===== config.mk =====
export PLATFORM = sky130hd
export DESIGN_NAME = mbus_zbus_port
export DESIGN_NICKNAME = d
export VERILOG_FILES = /design/src/hw/zbus_pkg.sv /design/src/hw/mbus_zbus_port.sv
export SDC_FILE = /design/constraint.sdc
export NUM_CORES = 1
export LEC_CHECK = 0
export BUFFER_PORTS_ARGS = -buffer_cell sky130_fd_sc_hd__buf_4
export CAP_MARGIN = 20
export CORE_MARGIN = 2
export CORE_UTILIZATION = 33
export DETAILED_ROUTE_END_ITERATION = 10
export PLACE_DENSITY = 0.83
export SYNTH_ARGS = -nofsm -noshare
export SYNTH_HDL_FRONTEND = slang
export SYNTH_SLANG_ARGS = --single-unit

===== constraint.sdc =====
create_clock -name MCLK -period 2.15 [get_ports MCLK]
set_clock_uncertainty 0.05 [all_clocks]
set_input_delay 0.1075 -clock MCLK [delete_from_list [all_inputs] [get_ports MCLK]]
set_output_delay 0.1075 -clock MCLK [all_outputs]
set_load 0.03 [all_outputs]

===== src/hw/zbus_pkg.sv =====
//------------------------------------------------------------
// Z80 sound bus shared definitions
// Widths, address windows and arbiter state encoding
//------------------------------------------------------------
package zbus_pkg;

	// Bus widths
	localparam int ZADDR_W = 15;
	localparam int ZDATA_W = 8;
	localparam int ZRAM_AW = 13;
	localparam int BANK_W  = 9;

	// Value seen on reads with nothing driving the bus
	localparam logic [ZDATA_W-1:0] EMPTY_BYTE = 8'hFF;

	// Z80 own window is 0000-7EFF
	localparam logic [15:0] Z80_WINDOW_END = 16'h7F00;

	// Address bits 14:8 of the bank register page 6000-60FF
	localparam logic [6:0] BANK_PAGE = 7'h60;

	// Control register selectors
	localparam logic CTRL_BUSREQ = 1'b0;
	localparam logic CTRL_RESET  = 1'b1;

	typedef enum logic [1:0] {
		ZS_IDLE   = 2'd0,
		ZS_ACCESS = 2'd1,
		ZS_FINISH = 2'd2
	} zbus_state_t;

endpackage


===== src/hw/mbus_zbus_port.sv =====
//------------------------------------------------------------
// 68000 side of the Z80 bus
// Bus request / Z80 reset control, bus-free gating of the
// window accesses, byte lane select and DTACK hold
//------------------------------------------------------------
`timescale 1ns/1ps

module mbus_zbus_port
	import zbus_pkg::*;
(
	input  logic               MCLK,
	input  logic               reset,

	input  logic               mbus_sel,
	input  logic [13:0]        mbus_addr,
	input  logic               mbus_uds_n,
	input  logic               mbus_rnw,
	input  logic [15:0]        mbus_wdata,
	output logic [15:0]        mbus_rdata,
	output logic               mbus_dtack_n,

	input  logic               ctrl_we,
	input  logic               ctrl_reg,
	input  logic               ctrl_wdata,
	output logic               z80_busrq_n,
	output logic               z80_reset_n,

	output logic               req,
	output logic [ZADDR_W-1:0] req_addr,
	output logic               req_we,
	output logic [ZDATA_W-1:0] req_wdata,
	input  logic               done,
	input  logic [ZDATA_W-1:0] done_data
);

	logic               bus_free;
	logic [ZDATA_W-1:0] rd_byte;

	//------------------------------------------------------------
	// Control register
	//------------------------------------------------------------
	always_ff @(posedge MCLK) begin
		if (reset) begin
			z80_busrq_n <= 1'b1;
			z80_reset_n <= 1'b0;
		end else if (ctrl_we) begin
			if (ctrl_reg == CTRL_BUSREQ) begin
				z80_busrq_n <= ~ctrl_wdata;
			end
			if (ctrl_reg == CTRL_RESET) begin
				z80_reset_n <= ctrl_wdata;
			end
		end
	end

	// 68000 owns the Z80 bus only while the Z80 is held off and out of reset
	assign bus_free = ~z80_busrq_n & z80_reset_n;

	//------------------------------------------------------------
	// Request toward the arbiter
	//------------------------------------------------------------
	// Even byte sits on the upper lane
	assign req_addr  = {mbus_addr, mbus_uds_n};
	assign req_wdata = mbus_uds_n ? mbus_wdata[7:0] : mbus_wdata[15:8];
	assign req_we    = ~mbus_rnw & bus_free;
	assign req       = mbus_sel & mbus_dtack_n;

	//------------------------------------------------------------
	// Acknowledge and read data hold
	//------------------------------------------------------------
	always_ff @(posedge MCLK) begin
		if (reset) begin
			mbus_dtack_n <= 1'b1;
		end else if (done) begin
			mbus_dtack_n <= 1'b0;
		end else if (!mbus_sel) begin
			mbus_dtack_n <= 1'b1;
		end
	end

	always_ff @(posedge MCLK) begin
		if (done) begin
			rd_byte <= bus_free ? done_data : EMPTY_BYTE;
		end
	end

	// Same byte on both lanes
	assign mbus_rdata = {rd_byte, rd_byte};

endmodule


== Word-level counts from Yosys, hierarchy flattened ==
Cells that the tools add are included.
Word-level totals
  bits in registers: 11
  input port bits: 47
  output and inout port bits: 44
Operators by class
  equal/unequal tests: 1
  mux-type cells: 3
  bitwise logic cells: 7
  reductions and logical operators: 2
Operators with widths (number)
  8-bit two-way mux: 1
  1-bit NOT: 4
  2-bit AND reduction: 2
  1-bit AND: 3
  1-bit two-way mux: 2
  2-bit by 1-bit != test with 1-bit output, second input constant: 1

== Longest topological paths before layout ==
  word-level depth: 3
  depth in mapped cells: 2
  depth with buffers taken out: 2

== Worst setup path after synthesis ==
Ideal clock, no wire load.
  path type: reg-to-output
  from: reg z80_reset_n
  to: out req_we
  arrival: 1.263 ns
  slack: 0.730 ns
  cell stages (with the launch flop): 3
  buffers on the path: 0
  path through: dfxtp_1 nor2b_4 nor2b_1
Between the ends
  longest elaborated chain between the ends: 2
Ends and longest elaborated chain
  from (decl): line mbus_zbus_port.sv:26  | output logic z80_reset_n,
  from (signal assigned): line mbus_zbus_port.sv:51  | z80_reset_n <= ctrl_wdata;
  1-bit AND: line mbus_zbus_port.sv:57  | assign bus_free = ~z80_busrq_n & z80_reset_n;
  1-bit AND: line mbus_zbus_port.sv:65  | assign req_we = ~mbus_rnw & bus_free;
  to (decl): line mbus_zbus_port.sv:30  | output logic req_we,
Every way passes these cells.

== Worst setup path after layout ==
Ends and elaborated chain as after synthesis.

==> summary.txt <==
Run status
  – Outcome: complete, no violations

Clock network
  – CTS tree: yes
  – Clk sink count: 11
  – Root Driver: clkbuf_4
  – Clk_lat worst skew: 0.27 ns
  – CTS clock-pin slew for the worst setup and hold paths: 0.08 ns
  – CTS H-tree lvls: 1
  – CTS Buf Count: 3
  – Postcts setup bufs: 0
  – Longest Clk Path Bufs: 2

Critical path
  – RR Endpoint: rd_byte[2]
  – Slowest stage delay, CP: 0.36 ns
  – Reg2Reg Depth: 2
  – Worst reg2reg setup slack: 1.15 ns
  – Worst setup path category: register to output pin
  – Cell family with most CP delay: simple AND/OR/NAND/NOR gates
  – Crit path buffers/inverters: 1
  – WP depth: 3
  – RR Startpoint: z80_reset_n
  – Critical Path Start: z80_reset_n
  – CP endpoint kind: output pin
  – CP Launch Type: register
  – Critical Path RT: 1.99 ns
  – CP Max Fanout: 9
  – Worst Setup EP: req_we
  – Crit-path cells: nor2b_4 > nor2b_1 > buf_4
  – Slowest CP cell: dfxtp_1
  – CP Data Arrival Time: 1.21 ns

Power and ir drop
  – Pwr dens: 494 mW/mm^2
  – Worst IR Drop VDD: 0.000281 V
  – Power after layout: 0.000523 W
  – Leak Pwr: 0.454 nW

Floorplanning
  – I/O pins: 91
  – Die height: 50.3 um
  – Placement Rows: 16
  – Core Box Area: 0.00198 sq mm
  – Die width: 50.3 um
  – Initial Utilization: 35.7%
  – Die area: 0.00253 sq mm

Synth
  – Synth Warn #: 0
  – Cell Area, Synth: 707 sq um
  – Synth Register Bits: 11
  – Register area share after synthesis: 42.5%
  – Post-synth cell types: 15
  – Cells after synthesis: 62
  – Syn nets: 109
  – Synthesized area per cell: 11.4 sq um

Routing
  – WL per Instance: 13.3 um
  – Post-DRT Antenna Nets: 0
  – Via density: 4.42
  – Initial drt markers: 7
  – DRT Pass-1 Iters: 4
  – Via count: 583
  – DRC viols: 0
  – Final WL: 1.75 mm

Place
  – Gp weighted congestion: 0.640
  – Buffers on Ports: 62

STA
  – # setup viols final: 0
  – Tcrit/Tclk final: 63.6%
  – Final Slew Violations: 0
  – Min Tclk post-route: 1.37 ns
  – Highest clock rate: 732 MHz
  – Setup TNS: 0 ns
  – Final hold viol count: 0
  – Unrepaired setup endpoints after global routing: false
  – Slew headroom: 86.6%
  – Worst slew pin tran: 0.201 ns

GRT
  – First-pass GRT wire length: 2.46 mm
  – Vias in the first global route: 574
  – GR Util All Layers: 13.1%
  – Initial antenna violation count: 0
  – GRT overflow: 0
  – Largest net degree at the start of global routing: 10

Run
  – Maxcap violations: 0

Layout
  – Commonest non-fill, non-tap cell in the layout: buf_4
  – Fin nets: 153
  – ANT cells: 0
  – Commonest non-fill, non-tap cells in the layout: 62 x buf_4, 9 x nand2b_1, 8 x mux2_2, 8 x edfxtp_1
  – Layout cells sized above 1: 72.4%
  – Layout area overhead: 49.9%

Min path
  – Hold crit path type: input port to register
through the flow:
stage | worst slack (ns) | cell area [sq um] | util, % | hold WS, ns | std cells
2_1_floorplan | 0.730 | 707 | - | 0.127 | 62
3_3_place_gp | 1.12 | 1020 | 51.6 | 0.165 | 127
3_5_place_dp | 1.09 | 1020 | 51.6 | 0.165 | 127
4_1_cts | 0.774 | 1060 | 53.5 | 0.0402 | 132
5_1_grt | 0.662 | 1060 | 53.5 | 0.0298 | 132
6_report | 0.783 | 1060 | 53.5 | 0.0500 | 132
area by class of cell:
| class | count | area (sq um) |
|---|---|---|
| clock inverter | 1 | 5.00 |
| multi-input combinational | 27 | 223 |
| fill | 182 | 922 |
| tap | 27 | 33.8 |
| timing repair buffer | 63 | 475 |
| clock buffer | 3 | 22.5 |
| sequential | 11 | 300 |
worst min path at each step:
| stage | start | endpoint | slack [ns] | depth (start not counted) |
|---|---|---|---|---|
| after CTS | ctrl_wdata | z80_reset_n | 0.04 | 3 |
| after detailed placement | mbus_addr[0] | req_addr[1] | 0.17 | 0 |
| final | done_data[5] | rd_byte[5] | 0.05 | 2 |
| after global routing | ctrl_wdata | z80_reset_n | 0.03 | 3 |
| after floorplan | reset | z80_reset_n | 0.13 | 1 |
| after global placement | mbus_addr[0] | req_addr[1] | 0.17 | 0 |
metal layers:
metal	up-vias	track usage, %	wire [um]
met4	0	7.87	9
met1	257	11.2	505
li1	271	-	-
met3	4	4.76	292
met2	51	25.0	944
met5	-	0	0
cells in the mapped netlist (all sizes together):
library cell	instances	area (sq um)
and2	1	6.26
a21bo	1	10.0
dfxtp	3	60.1
nor2b	3	26.3
a21oi	1	5.00
o21bai	1	7.51
edfxtp	8	240
mux2	8	90.1
nand2b	9	56.3
a211o	1	8.76
nand3	1	5.00
buf	24	184
nor3b	1	7.51
registers in the layout, indices dropped and copies added (netlist names):
signal	cells
mbus_dtack_n	1
rd_byte	8
z80_reset_n	1
z80_busrq_n	1
worst register-to-register path: stages, from the launching register on:
cell	delay, ns
dfxtp_1	0.36
nor2b_4	0.25
nand2b_1	0.08
report_power, final:
part | total [W] | switching (W) | internal [W] | leakage, nW
Sequential | 0.000235 | 0.00000365 | 0.000231 | 0.0805
Clock | 0.000140 | 0.0000713 | 0.0000688 | 0.0177
Combinational | 0.000149 | 0.0000691 | 0.0000797 | 0.356
Total | 0.000523 | 0.000144 | 0.000379 | 0.454
logic make-up (layout without fill, tap and decap cells):
family                 Yosys count  after routing  synth area share [%]
DFF                             11             11                  42.5
buffers and inverters           24             67                  26.0
AOI/OAI and AO/OA                4              4                  4.42
muxes                            8              8                  12.7
and+or+nand+nor                 15             15                  14.3
repair_timing:
action,in CTS,in global routing
hold endpoints to repair,3,0
hold buffers,1,0
resized for setup,0,0
(Power assumes the default switching activity.)
