[src/hw/zbus_pkg.sv]
//------------------------------------------------------------
// Z80 sound bus shared definitions
// Widths, address windows and arbiter state encoding
//------------------------------------------------------------
package zbus_pkg;

	// Bus widths
	localparam int ZADDR_W = 15;
	localparam int ZDATA_W = 8;
	localparam int ZRAM_AW = 13;
	localparam int BANK_W  = 9;

	// Value seen on reads with nothing driving the bus
	localparam logic [ZDATA_W-1:0] EMPTY_BYTE = 8'hFF;

	// Z80 own window is 0000-7EFF
	localparam logic [15:0] Z80_WINDOW_END = 16'h7F00;

	// Address bits 14:8 of the bank register page 6000-60FF
	localparam logic [6:0] BANK_PAGE = 7'h60;

	// Control register selectors
	localparam logic CTRL_BUSREQ = 1'b0;
	localparam logic CTRL_RESET  = 1'b1;

	typedef enum logic [1:0] {
		ZS_IDLE   = 2'd0,
		ZS_ACCESS = 2'd1,
		ZS_FINISH = 2'd2
	} zbus_state_t;

endpackage

[src/hw/z80_zbus_port.sv]
//------------------------------------------------------------
// Z80 side of the Z80 bus
// Decodes the 0000-7EFF window and holds the acknowledge
//------------------------------------------------------------
`timescale 1ns/1ps

module z80_zbus_port
	import zbus_pkg::*;
(
	input  logic               MCLK,
	input  logic               reset,

	input  logic               z80_sel,
	input  logic [15:0]        z80_addr,
	input  logic               z80_wr,
	input  logic [ZDATA_W-1:0] z80_wdata,
	output logic [ZDATA_W-1:0] z80_rdata,
	output logic               z80_dtack_n,

	output logic               req,
	output logic [ZADDR_W-1:0] req_addr,
	output logic               req_we,
	output logic [ZDATA_W-1:0] req_wdata,
	input  logic               done,
	input  logic [ZDATA_W-1:0] done_data
);

	logic in_window;

	// 7F00 and up belongs to the main bus side
	assign in_window = z80_addr < Z80_WINDOW_END;

	assign req       = z80_sel & in_window & z80_dtack_n;
	assign req_addr  = z80_addr[ZADDR_W-1:0];
	assign req_we    = z80_wr;
	assign req_wdata = z80_wdata;

	always_ff @(posedge MCLK) begin
		if (reset) begin
			z80_dtack_n <= 1'b1;
		end else if (done) begin
			z80_dtack_n <= 1'b0;
		end else if (!z80_sel) begin
			z80_dtack_n <= 1'b1;
		end
	end

	always_ff @(posedge MCLK) begin
		if (done) begin
			z80_rdata <= done_data;
		end
	end

endmodule

[config.mk]
export PLATFORM = sky130hd
export DESIGN_NAME = z80_zbus_port
export DESIGN_NICKNAME = d
export VERILOG_FILES = /design/src/hw/zbus_pkg.sv /design/src/hw/z80_zbus_port.sv
export SDC_FILE = /design/constraint.sdc
export NUM_CORES = 1
export LEC_CHECK = 0
export BUFFER_PORTS_ARGS = -buffer_cell sky130_fd_sc_hd__clkbuf_2
export CAP_MARGIN = 30
export CORE_ASPECT_RATIO = 0.9
export CORE_UTILIZATION = 31
export CTS_CLUSTER_SIZE = 24
export DETAILED_ROUTE_END_ITERATION = 8
export PLACE_DENSITY = 0.8
export SLEW_MARGIN = 20
export SYNTH_ARGS = -nofsm -noshare
export SYNTH_HDL_FRONTEND = slang
export SYNTH_SLANG_ARGS = --single-unit
[constraint.sdc]
create_clock -name MCLK -period 2 [get_ports MCLK]
set_clock_uncertainty 0.1 [all_clocks]
set_input_delay 0.4 -clock MCLK [delete_from_list [all_inputs] [get_ports MCLK]]
set_output_delay 0.4 -clock MCLK [all_outputs]
set_load 0.02 [all_outputs]
After elaboration in Yosys (flattened, before gate mapping):

Index checks and enable logic that the tools add are counted.

* bitwise operators: 2
* order comparisons: 1
* equality and inequality tests: 1
* mux-type cells: 2

Operators with widths (count)
* 16-bit by 15-bit < comparator with 1-bit output (second input constant): 1
* 1-bit AND: 2
* 1-bit two-way mux: 2
* 2-bit by 1-bit inequality test with 1-bit output (second input constant): 1

* output and inout port bits: 34
* flip-flop bits (word level): 9
* bits of input ports: 37

Logic depth before layout (Yosys ltp):

Gate-level depths: netlist of run 1.

* depth in word-level cells: 3
* mapped depth: 2
* mapped depth without buffers: 2

Worst setup path after synthesis of run 1:

Ideal clock, no wire load.

* path type: input to output
* start point: in z80_addr[13]
* end point: out req
* path slack: 0.597 ns
* stages on the path: 2
* arrival: 0.903 ns
* buffers on the path: 0
* path through: and4_1 > a41oi_2

* longest elaborated chain between the ends: 3

Ends and longest elaborated chain
* start, declared: RTL line z80_zbus_port.sv:14 `input logic [15:0] z80_addr,`
* 16-bit by 15-bit < comparator with 1-bit output: RTL line z80_zbus_port.sv:31 `assign in_window = z80_addr < Z80_WINDOW_END;`
* 1-bit AND (2 in a row): RTL line z80_zbus_port.sv:33 `assign req = z80_sel & in_window & z80_dtack_n;`
* end, declared: RTL line z80_zbus_port.sv:20 `output logic req,`

Every way passes these cells.

Worst setup path in the final report of run 1:

Ends and elaborated chain as after synthesis.

==> results of run 1 <==
registers in the layout, indices dropped and copies added (netlist names):
signal and flops:
z80_rdata 8, z80_dtack_n 1
per-layer routing:
metal / global-route usage, % / up-vias
li1: - / 140
met4: 10.2 / 0
met5: 0 / -
met1: 8.19 / 139
met3: 4.61 / 2
met2: 14.9 / 21
cells in the final DEF (no fill, tap or decap):
master and n:
a41oi_2 1, and4_1 1, clkbuf_1 1, clkbuf_2 36, clkbuf_4 3, dfxtp_1 1, edfxtp_1 8, nand3b_1 1
nor2b_1 1, o21bai_1 1
worst paths after layout:
kind                                                from                        to  cells after the start
worst max register to register  z80_dtack_n$_SDFFE_PP1P_  z80_dtack_n$_SDFFE_PP1P_                      2
worst min-delay path                        done_data[1]    z80_rdata[1]$_DFFE_PP_                      1
worst max-delay path                        z80_addr[13]                       req                      4
worst min register to register  z80_dtack_n$_SDFFE_PP1P_  z80_dtack_n$_SDFFE_PP1P_                      2
logic make-up after synthesis:
kind of cell	count (synthesis)	share of synthesized area, %
simple gates	3	4.63
flops	9	53.5
compound gates	2	4.89
buf+inv	24	37.0
final cells by class:
type | instances | area [um2] | share of cell area, %
sequential | 9 | 260 | 48.9
timing repair buffer | 36 | 180 | 33.9
multi-input combinational | 5 | 46.3 | 8.71
clock buffer | 4 | 26.3 | 4.94
tap | 15 | 18.8 | 3.53
report_power, final:
| part | leakage (nW) | internal, mW | switching, mW |
|---|---|---|---|
| logic | 0.163 | 0.0302 | 0.0475 |
| registers | 0.0867 | 0.221 | 0.00426 |
| clock network | 0.0150 | 0.0765 | 0.0573 |
| total | 0.264 | 0.327 | 0.109 |
stage by stage:
stage | instances | power, mW | cell area, um2 | worst slack, ns | hold slack (ns)
6_report | 69 | 0.436 | 532 | 0.438 | 0.222
5_1_grt | 69 | 0.462 | 532 | 0.384 | 0.206
4_1_cts | 69 | 0.446 | 532 | 0.419 | 0.211
3_5_place_dp | 65 | 0.308 | 505 | 0.437 | 0.432
3_3_place_gp | 65 | 0.305 | 505 | 0.451 | 0.415
2_1_floorplan | 38 | 0.324 | 487 | 0.597 | 0.399
==> results.json, run 1 <==
{
  "vias": 302,
  "synth_nets": 75,
  "powerDensity_nw_per_um2": 820,
  "relSlewSlack_pct": 85.7,
  "finalCriticalPeriod_ns": 1.56,
  "crit_required_ns": 1.50,
  "coreArea_um2": 1450,
  "drc_errors": 3,
  "synthesis.area_um2": 487,
  "avgViaCountPerCell": 4.38,
  "cts_hold_buf": 0,
  "grt_pass1_wl_mm": 1.05,
  "violations": "DRC",
  "worstMarginPinSlew_ns": 0.215,
  "die_area_um2": 1730,
  "antenna_cells": 0,
  "cts_resized": 0,
  "placementRows": 13,
  "leakage_nw": 0.264,
  "setup-violations-final": 0,
  "grt_usage_pct": 9.27,
  "path_clk_slew_ns": 0.06,
  "numCtsBuffers": 3,
  "cts_buffer_depth": 2,
  "critical-path-slowest-cell": "and4_1",
  "layout-drive-gt1-share_pct": 74.1,
  "synth-edff-count": 8,
  "synth_cell_type_count": 8,
  "fp.dieH_um": 39.6,
  "fmax_mhz": 640,
  "wl_met1_um": 261,
  "rsz0062_at_grt": "false",
  "cts_sinks": 9,
  "die_x_um": 43.8,
  "critPathLaunchType": "input pin",
  "netlist.area_leader.share_pct": 49.4,
  "insertion_delay_ns": 0.25,
  "fin_crit_sh_pct": 78.1,
  "reg2reg_slack_ns": 1.30,
  "antenna_found_initial": 0,
  "grt_max_degree": 10,
  "ys_top_cells_by_count": "buf_4, edfxtp_1",
  "maxCapViolCount": 0,
  "ys_warn_count": 0,
  "overflow": 0,
  "worstPathArrival_ns": 1.06,
  "yosysSeqAreaShare_pct": 53.5,
  "tritoncts": "yes",
  "fillCellCount": 160,
  "area_growth_pct": 9.25,
  "drt_iter0_drc": 3,
  "num-nets-final": 92,
  "hold_violations": 0,
  "synth_top_flop_cell": "edfxtp_1",
  "wl_per_cell_um": 11.6,
  "vdd_ir_drop_max_mv": 0.294,
  "final_util_pct": 36.7,
  "gp_congestion": 0.535,
  "clock-root-buffer": "clkbuf_4",
  "firstDrtPassIters": 5,
  "met2WireLength_um": 441,
  "numPortBuffers": 36,
  "synth_most_common_cell": "buf_4",
  "grt_pass1_vias": 245,
  "cp_cell_sequence": "clkbuf_2 -> and4_1 -> a41oi_2 -> clkbuf_2",
  "cts_max_level": 1,
  "maxSlewViolCount": 0,
  "worstPathMaxFanout": 2,
  "path_class": "in2out",
  "synth_top_area_cell": "edfxtp_1",
  "start_util_pct": 33.6,
  "tns_ns": 0,
  "crit_path_end_kind": "output port",
  "ys_seq_elements": 9,
  "dr.max_layer_used": "met4",
  "path_buf_inv": 2,
  "slowest_delay_ns": 0.20,
  "synth.area.top_cells": "edfxtp_1, buf_4, dfxtp_1, a41oi_2, and4_1",
  "drt_wl_total_um": 798,
  "post_cts_buffers": 0,
  "status": "complete, but fails checks",
  "netlist_instances": 38,
  "drtAntennaViolNets": 0,
  "io_pins": 71,
  "async_flop_share_pct": 0,
  "dr_wl_met3_um": 91,
  "hp-class": "in2reg",
  "cp_common_cell": "clkbuf_2",
  "crit_family": "buffers and inverters",
  "syn_area_per_cell_um2": 12.8
}
Note: power is estimated with default switching activity, not from simulation.
==> inputs of run 2 (changes only) <==
CORE_UTILIZATION = 28   (was 31)
PLACE_DENSITY = 0.73   (was 0.8)
clock period = 1.5 ns   (was 2 ns; I/O delays follow)
==> run 2 against run 1 <==
  * The flow now finishes without violations
  * Power grew 33%
  * Setup slack lost 0.35 ns
  * Clock power up 34%
  * Sequential power increased by 33%
  * Register-to-register slack worse by 0.51 ns
==> results.json, run 2 (synthesis results as in run 1) <==
{
  "final_cell_mix": "clkbuf_2, edfxtp_1, clkbuf_4",
  "cts_buffer_depth": 2,
  "critPathLaunchType": "flip-flop",
  "die_x_um": 45.9,
  "cts_max_level": 1,
  "layout-drive-gt1-share_pct": 75.9,
  "io_pins": 71,
  "avgViaCountPerCell": 3.88,
  "num-nets-final": 92,
  "place_inst": 72,
  "numPortBuffers": 36,
  "gp_congestion": 0.628,
  "relSlewSlack_pct": 85.1,
  "post_cts_buffers": 0,
  "fp.dieH_um": 41.6,
  "powerDensity_nw_per_um2": 1070,
  "placementRows": 13,
  "grt_max_degree": 10,
  "crit_path_end_kind": "output port",
  "vias": 295,
  "overflow": 0,
  "fmax_mhz": 710,
  "rsz0062_at_grt": "false",
  "grt_usage_pct": 8.16,
  "finalCriticalPeriod_ns": 1.41,
  "worstPathArrival_ns": 1.01,
  "largest_reg_flops": 8,
  "multiInputGateArea_um2": 46.3,
  "fin_cells": 76,
  "largest-register": "z80_rdata",
  "seq_power_share_pct": 51.4,
  "hold_violations": 0,
  "start_util_pct": 31.8,
  "hp-class": "in2reg",
  "drt_wl_total_um": 729,
  "switching_share_pct": 24.9,
  "grt_pass1_wl_mm": 1.06,
  "worstPathMaxFanout": 3,
  "drtAntennaViolNets": 0,
  "internal_power_mw": 0.437,
  "path_class": "reg2out",
  "tns_ns": 0,
  "cts_hold_buf": 0,
  "antenna_cells": 0,
  "reg_top3": "z80_rdata (8), z80_dtack_n (1)",
  "cts_sinks": 9,
  "antenna_found_initial": 0,
  "vdd_ir_drop_max_mv": 0.536,
  "clock-root-buffer": "clkbuf_4",
  "crit_required_ns": 1.10,
  "area_growth_pct": 11.8,
  "firstDrtPassIters": 2,
  "clock_power_share_pct": 30.7,
  "maxSlewViolCount": 0,
  "numCtsBuffers": 3,
  "status": "completed",
  "maxCapViolCount": 0,
  "grt_pass1_vias": 270,
  "fillCellCount": 174,
  "regArea_um2": 262,
  "insertion_delay_ns": 0.25,
  "drt_iter0_drc": 1,
  "p_comb_share_pct": 17.8,
  "worstMarginPinSlew_ns": 0.223,
  "leakage_nw": 0.265,
  "path_clk_slew_ns": 0.06,
  "setup-violations-final": 0,
  "wl_per_cell_um": 9.59,
  "coreArea_um2": 1530,
  "tritoncts": "yes",
  "final_common_cell": "clkbuf_2",
  "drc_errors": 0,
  "fin_crit_sh_pct": 93.9,
  "die_area_um2": 1910,
  "switchingPower_mw": 0.145
}
[run 2: metrics by stage]
step	power (mW)	hold slack [ns]	utilization (%)	worst slack, ns	area (um2)
after floorplan	0.432	0.299	-	0.257	487
after global placement	0.407	0.379	33.6	0.156	514
after detailed placement	0.409	0.379	33.6	0.148	514
after CTS	0.594	0.106	35.4	0.0161	541
after global routing	0.623	0.0959	35.6	0.0270	544
final	0.582	0.118	35.6	0.0919	544
[run 2: what timing repair did]
| action | in CTS | in global routing |
|---|---|---|
| endpoints found under the hold margin | 0 | 0 |
| gates resized for setup | 0 | 3 |
| setup endpoints to repair | 0 | 1 |
[run 2: per-layer routing]
layer  share of wire, %  global-route usage, %  routed length, um  up-vias
li1                   -                      -                  -      139
met1                 33                   5.45                244      139
met2                 56                   14.1                409       17
met3                 10                   6.96                 75        0
met4                  0                   4.71                  0        0
met5                  0                      0                  0        -
[run 2: worst paths after layout]
kind / to / from / cells past startpoint / slack [ns]
max reg2reg: z80_dtack_n$_SDFFE_PP1P_ / z80_dtack_n$_SDFFE_PP1P_ / 2 / 0.79
min: z80_rdata[0]$_DFFE_PP_ / done_data[0] / 1 / 0.12
min reg2reg: z80_dtack_n$_SDFFE_PP1P_ / z80_dtack_n$_SDFFE_PP1P_ / 2 / 0.41
max: req / z80_dtack_n$_SDFFE_PP1P_ / 3 / 0.09
[run 2: layout make-up]
type | instances | area share, %
well taps | 22 | 5.06
multi-input cells | 5 | 8.51
repair buffers | 36 | 33.6
flip-flops and latches | 9 | 48.0
clock buffers | 4 | 4.83
[run 2: power groups by stage]
stage / logic (mW) / clock network [mW] / registers [mW]
finish: 0.104 / 0.179 / 0.300
floorplan: 0.101 / 0 / 0.331
global route: 0.111 / 0.211 / 0.301
detailed placement: 0.104 / 0 / 0.305
CTS: 0.105 / 0.190 / 0.299
global placement: 0.103 / 0 / 0.304
[run 2: critical path, stage by stage, from the launching register on]
cell and delay, ns:
dfxtp_2 0.33, nand3b_1 0.10, a41oi_2 0.16, buf_4 0.16
